--- src/cce_pkg.sv ---
// Widths, message types, mode enum, message structs and config address of the uncached CCE
`default_nettype none

package cce_pkg;

  localparam int paddr_width_c  = 32;
  localparam int dword_width_c  = 64;
  localparam int lce_id_width_c = 2;
  localparam int cce_id_width_c = 2;
  localparam int cfg_addr_width_c = 16;
  localparam int cfg_data_width_c = 32;

  typedef logic [paddr_width_c-1:0]    paddr_t;
  typedef logic [dword_width_c-1:0]    dword_t;
  typedef logic [lce_id_width_c-1:0]   lce_id_t;
  typedef logic [cce_id_width_c-1:0]   cce_id_t;
  typedef logic [cfg_addr_width_c-1:0] cfg_addr_t;
  typedef logic [cfg_data_width_c-1:0] cfg_data_t;

  // Mode register lives at this config address
  localparam cfg_addr_t cfg_mode_addr_c = 16'h0008;

  typedef enum logic [0:0] {
    e_cce_mode_uncached = 1'b0
    , e_cce_mode_normal = 1'b1
  } cce_mode_e;

  typedef enum logic [0:0] {
    e_lce_req_uc_load = 1'b0
    , e_lce_req_uc_store = 1'b1
  } lce_req_type_e;

  typedef enum logic [0:0] {
    e_mem_uc_rd = 1'b0
    , e_mem_uc_wr = 1'b1
  } mem_msg_e;

  typedef enum logic [0:0] {
    e_lce_cmd_uc_data = 1'b0
    , e_lce_cmd_uc_st_done = 1'b1
  } lce_cmd_type_e;

  // LCE to CCE request, 99 bits
  typedef struct packed {
    lce_id_t       src_id;
    lce_req_type_e msg_type;
    paddr_t        addr;
    dword_t        data;
  } lce_req_s;

  // CCE to memory command, 99 bits
  typedef struct packed {
    mem_msg_e msg;
    paddr_t   addr;
    dword_t   data;
    lce_id_t  payload;
  } mem_cmd_s;

  // Memory to CCE response, same layout as the command
  typedef struct packed {
    mem_msg_e msg;
    paddr_t   addr;
    dword_t   data;
    lce_id_t  payload;
  } mem_resp_s;

  // CCE to LCE command, 101 bits
  typedef struct packed {
    lce_id_t       dst_id;
    cce_id_t       src_id;
    lce_cmd_type_e msg_type;
    paddr_t        addr;
    dword_t        data;
  } lce_cmd_s;

endpackage

`default_nettype wire
--- src/cce_uncached.sv ---
// Uncached CCE top level joining the request and response stages
`timescale 1ns/100ps
`default_nettype none

module cce_uncached
  #(parameter int max_outstanding_p = 4)
  (input  logic                 clk_i
   , input  logic               reset_i

   , input  cce_pkg::cce_id_t   cce_id_i

   // Config write
   , input  logic               cfg_w_v_i
   , input  cce_pkg::cfg_addr_t cfg_addr_i
   , input  cce_pkg::cfg_data_t cfg_data_i

   // LCE side
   , input  cce_pkg::lce_req_s  lce_req_i
   , input  logic               lce_req_v_i
   , output logic               lce_req_yumi_o

   , output cce_pkg::lce_cmd_s  lce_cmd_o
   , output logic               lce_cmd_v_o
   , input  logic               lce_cmd_ready_i

   // Memory side
   , output cce_pkg::mem_cmd_s  mem_cmd_o
   , output logic               mem_cmd_v_o
   , input  logic               mem_cmd_ready_i

   , input  cce_pkg::mem_resp_s mem_resp_i
   , input  logic               mem_resp_v_i
   , output logic               mem_resp_yumi_o
  );

  logic resp_done;

  cce_req_stage
    #(.max_outstanding_p(max_outstanding_p))
    u_req_stage
     (.clk_i(clk_i)
      ,.reset_i(reset_i)
      ,.cfg_w_v_i(cfg_w_v_i)
      ,.cfg_addr_i(cfg_addr_i)
      ,.cfg_data_i(cfg_data_i)
      ,.lce_req_i(lce_req_i)
      ,.lce_req_v_i(lce_req_v_i)
      ,.lce_req_yumi_o(lce_req_yumi_o)
      ,.mem_cmd_o(mem_cmd_o)
      ,.mem_cmd_v_o(mem_cmd_v_o)
      ,.mem_cmd_ready_i(mem_cmd_ready_i)
      ,.resp_done_i(resp_done)
      );

  cce_resp_stage
    u_resp_stage
     (.clk_i(clk_i)
      ,.reset_i(reset_i)
      ,.cce_id_i(cce_id_i)
      ,.mem_resp_i(mem_resp_i)
      ,.mem_resp_v_i(mem_resp_v_i)
      ,.mem_resp_yumi_o(mem_resp_yumi_o)
      ,.lce_cmd_o(lce_cmd_o)
      ,.lce_cmd_v_o(lce_cmd_v_o)
      ,.lce_cmd_ready_i(lce_cmd_ready_i)
      ,.resp_done_o(resp_done)
      );

endmodule

`default_nettype wire

--- src/cce_resp_stage.sv ---
// Response stage: memory response intake and LCE command register
`timescale 1ns/100ps
`default_nettype none

module cce_resp_stage
  (input  logic                 clk_i
   , input  logic               reset_i

   , input  cce_pkg::cce_id_t   cce_id_i

   // Memory responses, valid->yumi
   , input  cce_pkg::mem_resp_s mem_resp_i
   , input  logic               mem_resp_v_i
   , output logic               mem_resp_yumi_o

   // LCE commands, ready&valid
   , output cce_pkg::lce_cmd_s  lce_cmd_o
   , output logic               lce_cmd_v_o
   , input  logic               lce_cmd_ready_i

   // Credit return to the request stage
   , output logic               resp_done_o
  );

  cce_pkg::lce_cmd_s lce_cmd_n;
  logic              slot_free;

  assign slot_free = ~lce_cmd_v_o | lce_cmd_ready_i;
  assign mem_resp_yumi_o = ~reset_i & mem_resp_v_i & slot_free;
  assign resp_done_o = mem_resp_yumi_o;

  // Responses carry the requester id, so order does not matter
  always_comb begin
    lce_cmd_n.dst_id = mem_resp_i.payload;
    lce_cmd_n.src_id = cce_id_i;
    lce_cmd_n.addr = mem_resp_i.addr;
    if (mem_resp_i.msg == cce_pkg::e_mem_uc_rd) begin
      lce_cmd_n.msg_type = cce_pkg::e_lce_cmd_uc_data;
      lce_cmd_n.data = mem_resp_i.data;
    end else begin
      // Store acknowledge has no data
      lce_cmd_n.msg_type = cce_pkg::e_lce_cmd_uc_st_done;
      lce_cmd_n.data = '0;
    end
  end

  always_ff @(posedge clk_i) begin
    if (reset_i) begin
      lce_cmd_v_o <= 1'b0;
    end else if (mem_resp_yumi_o) begin
      lce_cmd_v_o <= 1'b1;
    end else if (lce_cmd_ready_i) begin
      lce_cmd_v_o <= 1'b0;
    end
  end

  always_ff @(posedge clk_i) begin
    if (mem_resp_yumi_o) begin
      lce_cmd_o <= lce_cmd_n;
    end
  end

endmodule

`default_nettype wire

--- src/cce_req_stage.sv ---
// Request stage: mode register, LCE request intake, memory command register, outstanding count
`timescale 1ns/100ps
`default_nettype none

module cce_req_stage
  #(parameter int max_outstanding_p = 4)
  (input  logic                clk_i
   , input  logic              reset_i

   // Config write, valid only
   , input  logic              cfg_w_v_i
   , input  cce_pkg::cfg_addr_t cfg_addr_i
   , input  cce_pkg::cfg_data_t cfg_data_i

   // LCE requests, valid->yumi
   , input  cce_pkg::lce_req_s lce_req_i
   , input  logic              lce_req_v_i
   , output logic              lce_req_yumi_o

   // Memory commands, ready&valid
   , output cce_pkg::mem_cmd_s mem_cmd_o
   , output logic              mem_cmd_v_o
   , input  logic              mem_cmd_ready_i

   // One pulse per response consumed by the response stage
   , input  logic              resp_done_i
  );

  localparam int cnt_width_lp = $clog2(max_outstanding_p + 1);

  typedef logic [cnt_width_lp-1:0] cnt_t;

  cce_pkg::cce_mode_e mode_r;
  cce_pkg::mem_cmd_s  mem_cmd_n;
  cnt_t               outstanding_r;
  logic [cnt_width_lp:0] outstanding_n;
  logic               cmd_xfer;
  logic               slot_free;
  logic               credit_ok;

  // Mode register, only the mode address is decoded
  always_ff @(posedge clk_i) begin
    if (reset_i) begin
      mode_r <= cce_pkg::e_cce_mode_uncached;
    end else if (cfg_w_v_i && (cfg_addr_i == cce_pkg::cfg_mode_addr_c)) begin
      mode_r <= cce_pkg::cce_mode_e'(cfg_data_i[0]);
    end
  end

  assign cmd_xfer = mem_cmd_v_o & mem_cmd_ready_i;
  assign slot_free = ~mem_cmd_v_o | mem_cmd_ready_i;

  // Count after this cycle's transfer and completion
  assign outstanding_n = {1'b0, outstanding_r}
                         + {{cnt_width_lp{1'b0}}, cmd_xfer}
                         - {{cnt_width_lp{1'b0}}, resp_done_i};

  // A command taken now will transfer later, so it needs a spare credit
  assign credit_ok = (outstanding_n < (cnt_width_lp + 1)'(max_outstanding_p));

  assign lce_req_yumi_o = ~reset_i
                          & lce_req_v_i
                          & (mode_r == cce_pkg::e_cce_mode_uncached)
                          & slot_free
                          & credit_ok;

  // Request to memory command translation
  always_comb begin
    mem_cmd_n.addr = lce_req_i.addr;
    mem_cmd_n.payload = lce_req_i.src_id;
    if (lce_req_i.msg_type == cce_pkg::e_lce_req_uc_store) begin
      mem_cmd_n.msg = cce_pkg::e_mem_uc_wr;
      mem_cmd_n.data = lce_req_i.data;
    end else begin
      mem_cmd_n.msg = cce_pkg::e_mem_uc_rd;
      mem_cmd_n.data = '0;
    end
  end

  always_ff @(posedge clk_i) begin
    if (reset_i) begin
      mem_cmd_v_o <= 1'b0;
    end else if (lce_req_yumi_o) begin
      mem_cmd_v_o <= 1'b1;
    end else if (mem_cmd_ready_i) begin
      mem_cmd_v_o <= 1'b0;
    end
  end

  // Payload holds while stalled
  always_ff @(posedge clk_i) begin
    if (lce_req_yumi_o) begin
      mem_cmd_o <= mem_cmd_n;
    end
  end

  always_ff @(posedge clk_i) begin
    if (reset_i) begin
      outstanding_r <= '0;
    end else begin
      outstanding_r <= outstanding_n[cnt_width_lp-1:0];
    end
  end

endmodule

`default_nettype wire

--- config.mk ---
export PLATFORM = sky130hd
export DESIGN_NAME = cce_uncached
export DESIGN_NICKNAME = d
export VERILOG_FILES = /design/src/cce_pkg.sv /design/src/cce_uncached.sv /design/src/cce_resp_stage.sv /design/src/cce_req_stage.sv
export SDC_FILE = /design/constraint.sdc
export NUM_CORES = 1
export LEC_CHECK = 0
export BUFFER_PORTS_ARGS = -buffer_cell sky130_fd_sc_hd__buf_2
export CAP_MARGIN = 15
export CORE_ASPECT_RATIO = 0.6
export CORE_MARGIN = 8
export CORE_UTILIZATION = 30
export DETAILED_ROUTE_END_ITERATION = 6
export MAX_ROUTING_LAYER = met4
export SYNTH_ARGS = -nofsm -noshare
export SYNTH_HDL_FRONTEND = slang
export SYNTH_SLANG_ARGS = --single-unit
--- constraint.sdc ---
create_clock -name clk_i -period 79.6 [get_ports clk_i]
set_clock_uncertainty 0.15 [all_clocks]
set_input_delay 15.92 -clock clk_i [delete_from_list [all_inputs] [get_ports clk_i]]
set_output_delay 15.92 -clock clk_i [all_outputs]
set_load 0.005 [all_outputs]
==> out/summary.txt, run 1 <==
Die Width: 217 um
VDD IR-drop max: 0.0000144 V
synthesized net count: 645
ANT nets after route: 0
first-pass iteration count of the detailed router: 4
CP required: 63.53 ns
Worst-path clk slew: 0.07 ns
crit path capture type: output pin
Critical Path AT: 18.00 ns
flops & latches, synth: 206
Leak Pwr: 4.38 nW
Core Box Area: 23900 um^2
vias post-DR: 4824
Clock Path Buffers: 3
final wirelength: 22300 um
Clk Tree Root Cell: clkbuf_16
Congestion Overflow GR: 0
nets: 1087
Worst Max-Slew Pin Slew: 1.05 ns
Layout fillers: 2258
Die Area: 29600 um^2
top cells by area, synth: edfxtp_1 83%, nor2b_1 5.8%, and2_1 5.6%
synth unique cells: 24
setup violators final: 0
first-pass GRT wire length: 31000 um
placement row count: 44
Fin. Hold Viols: 0
Yosys warnings: 0
CTS resizes: 0
Max H-tree Level: 1
DR iter-0 viols: 344
mapped cell area: 7250 um^2
WS Path Type: input pin to output pin
final setup margin: 45.53 ns
Syn Area/Cell: 18.8 um^2
count leader, synth: edfxtp_1
latest clock arrival within the worst-skew pair: 0.50 ns
drc violations: 0
Tmin final: 34.07 ns
Pwr Total: 0.270 mW
worst hold slack: 0.318 ns
largest net degree at the start of global routing: 83
ys flop type: edfxtp_1
final slew viol count: 0
Mapped Cells: 385
unrepaired setup endpoints after global routing: false
Initial Util: 0.303
Seq/Total Area, Yosys: 0.845
pre-CTS setup slack: 45.47 ns
max-cap violations: 0
Syn-to-layout area delta: 44.7%
average vias per placed instance: 4.14
asr flop ratio synth: 0
final period utilization: 0.428
# port buffers: 427
maximum clock rate: 0.0294 GHz
final cell count without fillers: 1165
Slew headroom: 0.300
clock sink count: 206
Post-synth EDFFs: 200
result of the run: finished, final reports clean
Die H: 136 um
share of cells above drive strength 1: 0.556
Commonest cells post-synth: 200 x edfxtp_1, 67 x nor2b_1, 65 x and2_1
PwrDens: 25.8 nW/um^2
area share of the largest cell type after synthesis: 0.828
placed instance count: 1125
Tightest Hold Check Type: flip-flop to flip-flop
WL/cell: 19.2 um
dpl hpwl: 17400 um
kind of start point of the critical path: input pin
cell taking the most area after synthesis: edfxtp_1
initial antenna violation count: 4
largest fanout on the critical path: 2
cts bufs inserted: 21
GP Congestion: 0.767
Final TNS setup: 0 ns
Hold Buf Count CTS: 0
CTS tree: done
R2R Setup Slk: 75.65 ns
I/O pin cnt: 459
Tot GR Track Use: 0.142
vias in the first global route: 4772
setup repair bufs after CTS: 0
==> worst paths after layout <==
kind,cells after the start,start,endpoint
setup / recovery,12,lce_cmd_ready_i,lce_req_yumi_o
hold / removal,2,u_req_stage.mode_r,u_req_stage.mode_r
setup reg to reg,12,u_resp_stage.lce_cmd_v_o,u_req_stage.mem_cmd_o[95]
hold reg to reg,2,u_req_stage.mode_r,u_req_stage.mode_r
==> power breakdown <==
part	leakage, nW	switching (mW)	internal, mW	total, mW
Combinational	2.14	0.0195	0.0143	0.0338
Sequential	1.91	0.00261	0.134	0.137
Clock	0.332	0.0409	0.0586	0.0996
==> metal layers <==
layer  vias to the layer above  part of all wire  global-route usage
met5                         -                 0                   -
met4                         0             0.014              0.0326
met3                        28             0.075              0.0398
met2                       185              0.51               0.240
met1                      2346              0.40               0.169
li1                       2265                 -                   -
==> stage by stage <==
stage / util / area, um^2
4_1_cts: 0.437 / 10500
6_report: 0.438 / 10500
3_3_place_gp: 0.408 / 9780
3_5_place_dp: 0.408 / 9780
2_1_floorplan: - / 7250
5_1_grt: 0.438 / 10500
==> worst max-delay path, stage by stage <==
cell,delay [ns]
buf_2,0.10
nor2b_1,0.19
nor3b_2,0.09
ha_1,0.29
inv_1,0.06
ha_1,0.17
inv_1,0.06
fa_1,0.37
xor2_1,0.20
nand3_1,0.15
nor3_2,0.23
buf_2,0.17
==> state kept, by name, summed over array words and instances, names as in the netlist <==
signal and cells:
u_resp_stage.lce_cmd_v_o 1, u_req_stage.mem_cmd_v_o 1, u_req_stage.mem_cmd_o 99, u_resp_stage.lce_cmd_o 101
u_req_stage.outstanding_r 3, u_req_stage.mode_r 1
==> layout make-up <==
class / count / area, um^2 / area share
flip-flops and latches: 206 / 6130 / 0.584
diodes: 1 / 2.50 / 0.000239
clock buffers: 25 / 541 / 0.0515
clock inverters: 13 / 149 / 0.0142
inverters: 7 / 26.3 / 0.00250
multi-input cells: 159 / 1060 / 0.101
well taps: 322 / 403 / 0.0384
repair buffers: 432 / 2190 / 0.208
==> cells by family after synthesis <==
group	share of synthesized area
flops	0.845
simple gates	0.128
buf+inv	0.0105
fa+ha+maj	0.00967
compound gates	0.00293
xor+xnor	0.00242
mux	0.00138
==> layout by cell type, fill, tap and decap left out, drive strengths merged, types with 2 or more instances in the layout <==
| cell type | Yosys | final |
|---|---|---|
| clkbuf | 12 | 25 |
| bufinv | 0 | 3 |
| ha | 4 | 4 |
| dfxtp | 6 | 6 |
| nor2 | 6 | 6 |
| nor2b | 67 | 67 |
| edfxtp | 200 | 200 |
| buf | 1 | 432 |
| clkinvlp | 0 | 2 |
| and2 | 65 | 65 |
| nand2 | 2 | 2 |
| inv | 7 | 9 |
| clkinv | 0 | 6 |
| nor4b | 2 | 2 |
| nor4 | 2 | 2 |
Power figures use the tool's default switching activity.
==> run 2: changes to the inputs <==
--- a/config.mk
+++ b/config.mk
@@ -5,6 +5,7 @@
 export SDC_FILE = /design/constraint.sdc
 export NUM_CORES = 1
 export LEC_CHECK = 0
+export ABC_AREA = 1
 export BUFFER_PORTS_ARGS = -buffer_cell sky130_fd_sc_hd__buf_2
 export CAP_MARGIN = 15
 export CORE_ASPECT_RATIO = 0.6
==> constraint.sdc (replaced) <==
create_clock -name clk_i -period 35.5 [get_ports clk_i]
set_clock_uncertainty 0.15 [all_clocks]
set_input_delay 7.1 -clock clk_i [delete_from_list [all_inputs] [get_ports clk_i]]
set_output_delay 7.1 -clock clk_i [all_outputs]
set_load 0.005 [all_outputs]
==> run 2 against run 1 <==
Compared with the run above: worst hold slack better by 0.055 ns; combinational power increased by 89%; synthesized cell count rose by 41%; critical path depth rose by 2; clock power increased by 110%; sequential cell count stayed put; critical path type unchanged; first-iteration DRC count decreased by 5.5%; core utilization increased by 0.062 points; register-to-register slack worse by 44 ns; count of clock-buffer cells in the layout decreased by 3; routed wire length is 8.5% higher; largest power group unchanged.
==> out/summary.txt, run 2 <==
result of the run: finished, final reports clean
WL/cell: 18.3 um
Critical-path top delay cell: nor2_4
Core Box Area: 24300 um^2
commonest non-fill, non-tap cell in the layout: buf_2
max reg flops: 101
reg2reg end: u_req_stage.mem_cmd_o[36]
mux cell area share after synthesis: 0
Die H: 138 um
first-pass GRT wire length: 34700 um
placement row count: 44
Tmin final: 17.34 ns
worst hold slack: 0.373 ns
CP required: 28.25 ns
largest net degree at the start of global routing: 83
GP Congestion: 0.798
area share of the largest cell type after synthesis: 0.802
Critical Path AT: 10.09 ns
average vias per placed instance: 4.05
critical path cell sequence: buf_2 -> inv_1 -> nand2_1 -> nor2_4 -> ha_1 -> inv_1 -> ha_1 -> inv_1 -> fa_1 -> xnor2_1 -> nor2_1 -> nand3_1 -> inv_4 -> buf_2
maximum clock rate: 0.0577 GHz
hold_sp: u_req_stage.mem_cmd_v_o
P_sw: 0.133 mW
Max stage delay on crit path: 0.53 ns
Worst-path clk slew: 0.06 ns
# port buffers: 427
DR iter-0 viols: 325
clock sink count: 206
flops & latches, synth: 206
Layout fillers: 2351
nets: 1241
vias in the first global route: 5553
Endpoint, Worst Hold: u_req_stage.mem_cmd_v_o
top cells by area, synth: edfxtp_1 80%, inv_1 7.3%, nor2_1 4.0%
largest family of logic cells by synthesized area: simple AND/OR/NAND/NOR gates
ys flop type: edfxtp_1
Hold Path Depth: 2
biggest regs: u_resp_stage.lce_cmd_o: 101 flops, u_req_stage.mem_cmd_o: 99 flops, u_req_stage.outstanding_r: 3 flops
synth unique cells: 16
CTS resizes: 0
clock share of power: 0.371
placed instance count: 1279
Synth Area in XOR/XNOR: 0.00117
setup violators final: 0
final cell count without fillers: 1321
synthesized net count: 801
Die Area: 30500 um^2
Slew headroom: 0.277
count leader, synth: edfxtp_1
Final TNS setup: 0 ns
most flop-heavy register: u_resp_stage.lce_cmd_o
adder-cell share of the synthesized area: 0.00935
worst r2r src: u_resp_stage.lce_cmd_v_o
most used cell, CP: inv_1
simple-gate share of the synthesized area: 0.0868
Cell Int Power: 0.442 mW
Tot GR Track Use: 0.155
Post-synth EDFFs: 200
Clk Tree Root Cell: clkbuf_16
Hold Buf Count CTS: 0
dpl hpwl: 19000 um
VDD IR-drop max: 0.0000287 V
Fin. Hold Viols: 0
cell taking the most area after synthesis: edfxtp_1
final wirelength: 24200 um
Die Width: 220 um
Syn-to-layout area delta: 42.5%
Congestion Overflow GR: 0
first-pass iteration count of the detailed router: 5
largest fanout on the critical path: 49
PwrDens: 53.9 nW/um^2
crit path capture type: output pin
initial antenna violation count: 7
Pwr Total: 0.576 mW
sequential power share: 0.518
final period utilization: 0.488
kind of start point of the critical path: input pin
Seq/Total Area, Yosys: 0.818
fin util: 0.439
Tightest Hold Check Type: flip-flop to flip-flop
Commonest cells post-synth: 200 x edfxtp_1, 145 x inv_1, 80 x nor2_1
unrepaired setup endpoints after global routing: false
asr flop ratio synth: 0
Worst Max-Slew Pin Slew: 1.08 ns
Leak Pwr: 5.27 nW
CTS tree: done
vias post-DR: 5355
cts bufs inserted: 21
I/O pin cnt: 459
WS Path Type: input pin to output pin
Synth Area in Compound Gates: 0.000668
Initial Util: 0.308
share of cells above drive strength 1: 0.466
mapped cell area: 7490 um^2
Combinational Power Share: 0.111
final slew viol count: 0
sw frac: 0.232
reg2reg path depth: 13
Clock Path Buffers: 3
drc violations: 0
most frequent cells in the layout: 427 x buf_2, 200 x edfxtp_1, 144 x inv_1
latest clock arrival within the worst-skew pair: 0.49 ns
Yosys warnings: 0
R2R Setup Slk: 31.52 ns
setup repair bufs after CTS: 0
Syn Area/Cell: 13.8 um^2
Mapped Cells: 541
Max H-tree Level: 1
ANT nets after route: 0
max-cap violations: 0
## run 2: changes by cell type after synthesis, moves of 2 or more
cell	previous run	this run
nand2_1	2	78
nor2b_1	67	0
nor4b_2	2	0
nand3_1	1	4
buf_2	1	14
or2_1	0	2
inv_1	7	145
and2_1	65	1
nor2_1	6	80
clkbuf_1	12	0
nor2_2	0	2
## run 2: critical path, delay by kind of cell
kind                       cells  cell delay [ns]
adders and majority gates      3             0.86
xor gates and xnor gates       1             0.15
and+or+nand+nor                4             0.88
buffers and inverters          6             1.04
## run 2: layer usage
layer	GRT usage	vias up	part of all wire
met3	0.0660	37	0.12
met2	0.260	263	0.49
li1	-	2584	-
met1	0.170	2471	0.37
met5	-	-	0
met4	0.0330	0	0.018
## run 2: cell families after synthesis
logic type	count (synthesis)
AND/OR/NAND/NOR	168
XOR/XNOR	1
adder cells (fa/ha/maj)	5
flip-flops	206
AO/OA/AOI/OAI	1
buffers and inverters	160
## run 2: power by group through the flow
stage	Combinational (mW)	Sequential, mW	Clock, mW
5_1_grt	0.0721	0.300	0.230
4_1_cts	0.0661	0.299	0.222
3_5_place_dp	0.0660	0.303	0
6_report	0.0640	0.298	0.213
3_3_place_gp	0.0655	0.303	0
2_1_floorplan	0.0212	0.308	0
## run 2: worst max path at each step
| stage | start | end | slack, ns | depth (start not counted) |
|---|---|---|---|---|
| finish | reset_i | lce_req_yumi_o | 18.16 | 14 |
| global route | reset_i | lce_req_yumi_o | 17.82 | 14 |
| CTS | reset_i | lce_req_yumi_o | 18.08 | 14 |
| detailed placement | reset_i | lce_req_yumi_o | 18.09 | 14 |
| global placement | reset_i | lce_req_yumi_o | 18.09 | 14 |
| floorplan | reset_i | lce_req_yumi_o | 13.03 | 12 |
## run 2: cell type report
class | count | area [um^2] | share of cell area
multi-input combinational | 175 | 742 | 0.0695
timing repair buffer | 431 | 2180 | 0.204
tap | 322 | 403 | 0.0377
antenna | 4 | 10.0 | 0.000938
clock buffer | 22 | 529 | 0.0496
inverter | 146 | 564 | 0.0529
clock inverter | 15 | 121 | 0.0114
sequential | 206 | 6130 | 0.574
## run 2: per-stage QoR
| stage | setup slack, ns | area [um^2] |
|---|---|---|
| 2_1_floorplan | 13.03 | 7490 |
| 3_3_place_gp | 18.09 | 9990 |
| 3_5_place_dp | 18.09 | 9990 |
| 4_1_cts | 18.08 | 10600 |
| 5_1_grt | 17.82 | 10700 |
| 6_report | 18.16 | 10700 |
==> run 3: changes to the inputs <==
==> constraint.sdc (replaced) <==
create_clock -name clk_i -period 14.15 [get_ports clk_i]
set_clock_uncertainty 0.15 [all_clocks]
set_input_delay 2.83 -clock clk_i [delete_from_list [all_inputs] [get_ports clk_i]]
set_output_delay 2.83 -clock clk_i [all_outputs]
set_load 0.005 [all_outputs]
==> run 3 against run 2 <==
Compared with the run above: first-iteration DRC count increased by 39%; final cell count about the same; routed wire length shrank 0.29%; final area shrank 0.37%; worst hold slack worse by 0.0039 ns; global-route usage barely moved; sequential share of layout area rose by 0.22 points; die area is the same; power increased by 140%; combinational power grew to 2.5 times the previous value; register-to-register slack worse by 21 ns; critical endpoint unchanged; largest power group unchanged.
==> out/summary.txt, run 3 (synthesis results as in run 2) <==
WL/cell: 18.3 um
R2R Setup Slk: 10.11 ns
vias in the first global route: 5533
share of cells above drive strength 1: 0.467
Syn-to-layout area delta: 42.0%
crit path from: reset_i
cts bufs inserted: 21
maximum clock rate: 0.114 GHz
Die Area: 30500 um^2
reg2reg end: u_req_stage.mem_cmd_o[27]
met3 wire length: 2720 um
CTS resizes: 0
max-cap violations: 0
clock sink count: 206
kind of start point of the critical path: input pin
Critical-path top delay cell: nor2_4
Layout fillers: 2336
hold_sp: u_req_stage.mem_cmd_v_o
# port buffers: 427
setup repair bufs after CTS: 0
PwrDens: 133 nW/um^2
Worst-path clk slew: 0.06 ns
Detail Route met2 WL: 12100 um
highest metal used: met4
crit path capture type: output pin
Pwr Total: 1.41 mW
Tot GR Track Use: 0.155
Die Width: 220 um
placement row count: 44
commonest non-fill, non-tap cell in the layout: buf_2
final period utilization: 0.619
final slew viol count: 0
DR iter-0 viols: 451
P_sw: 0.333 mW
CP required: 11.17 ns
unrepaired setup endpoints after global routing: false
post-route cell area: 10600 um^2
clock share of power: 0.355
Die H: 138 um
cell family with most CP delay: buffers and inverters
nets: 1241
dpl hpwl: 19100 um
initial antenna violation count: 9
Tightest Hold Check Type: flip-flop to flip-flop
Metal-1 WL: 8880 um
Congestion Overflow GR: 0
worst setup path end: lce_req_yumi_o
I/O pin cnt: 459
Cell Int Power: 1.08 mW
max reg flops: 101
Clock Path Buffers: 3
biggest regs: u_resp_stage.lce_cmd_o: 101 flops, u_req_stage.mem_cmd_o: 99 flops, u_req_stage.outstanding_r: 3 flops
most used cell, CP: inv_1
Post-DP Area: 9990 um^2
worst r2r src: u_resp_stage.lce_cmd_v_o
vias post-DR: 5311
result of the run: finished, final reports clean
critical path cell sequence: buf_2 -> inv_1 -> nand2_1 -> nor2_4 -> ha_1 -> inv_1 -> ha_1 -> inv_1 -> fa_1 -> xnor2_1 -> nor2_1 -> nand3_1 -> inv_4 -> buf_2
sw frac: 0.237
Initial Util: 0.308
Fin. Hold Viols: 0
sequential power share: 0.531
Hold Buf Count CTS: 0
Leak Pwr: 5.24 nW
Worst Max-Slew Pin Slew: 1.04 ns
first-pass GRT wire length: 34600 um
Slew headroom: 0.305
reg2reg path depth: 13
WS Path Type: input pin to output pin
Max H-tree Level: 1
most flop-heavy register: u_resp_stage.lce_cmd_o
WP buf/inv: 6
Core Box Area: 24300 um^2
average vias per placed instance: 4.02
largest fanout on the critical path: 41
Max stage delay on crit path: 0.55 ns
largest net degree at the start of global routing: 82
final wirelength: 24200 um
Final TNS setup: 0 ns
Crit path depth: 14
latest clock arrival within the worst-skew pair: 0.50 ns
Clk Tree Root Cell: clkbuf_16
Combinational Power Share: 0.114
Tmin final: 8.76 ns
setup violators final: 0
most frequent cells in the layout: 427 x buf_2, 200 x edfxtp_1, 144 x inv_1
GP Congestion: 0.813
Critical Path AT: 5.78 ns
VDD IR-drop max: 0.0000927 V
drc violations: 0
first-pass iteration count of the detailed router: 4
ANT nets after route: 0
CTS tree: done
==> run 3: per-stage QoR <==
stage               hold WS [ns]  setup WS, ns   util  instances
detailed placement         0.367          5.29  0.411       1279
global placement           0.349          5.33  0.411       1279
CTS                        0.376          5.30  0.436       1315
floorplan                  0.339         0.224      -        541
finish                     0.369          5.39  0.437       1322
global route               0.406          5.05  0.437       1321
==> run 3: power groups by stage <==
stage                     Sequential [mW]  Combinational (mW)  Clock, mW
final                               0.748               0.161      0.501
after CTS                           0.749               0.166      0.523
after global placement              0.760               0.165          0
after global routing                0.753               0.181      0.541
after detailed placement            0.761               0.166          0
after floorplan                     0.774              0.0531          0
==> run 3: layout make-up <==
type / instances / area (um^2) / area share
clock buffers: 26 / 544 / 0.0512
repair buffers: 431 / 2180 / 0.205
inverters: 146 / 564 / 0.0531
well taps: 322 / 403 / 0.0379
diodes: 6 / 15.0 / 0.00141
flip-flops and latches: 206 / 6130 / 0.576
multi-input cells: 175 / 742 / 0.0698
clock inverters: 10 / 61.3 / 0.00576
==> run 3: tightest hold or removal path: cells and delay by family, from the launching register on <==
| family | cells | cell delay [ns] |
|---|---|---|
| flip-flops | 1 | 0.32 |
| AO/OA/AOI/OAI | 1 | 0.06 |
| AND/OR/NAND/NOR | 1 | 0.09 |
==> run 3: worst min path at each step <==
stage / end / slack, ns / cells after the start
2_1_floorplan: u_req_stage.mem_cmd_v_o / 0.34 / 2
3_3_place_gp: u_req_stage.mem_cmd_v_o / 0.35 / 2
3_5_place_dp: u_req_stage.mem_cmd_v_o / 0.37 / 2
4_1_cts: u_req_stage.mem_cmd_v_o / 0.38 / 2
5_1_grt: u_req_stage.mem_cmd_v_o / 0.41 / 2
6_report: u_req_stage.mem_cmd_v_o / 0.37 / 2
==> run 3: per-layer routing <==
| metal | GRT usage | vias up |
|---|---|---|
| met4 | 0.0278 | 0 |
| met3 | 0.0662 | 37 |
| met1 | 0.164 | 2446 |
| met5 | - | - |
| met2 | 0.269 | 240 |
| li1 | - | 2588 |
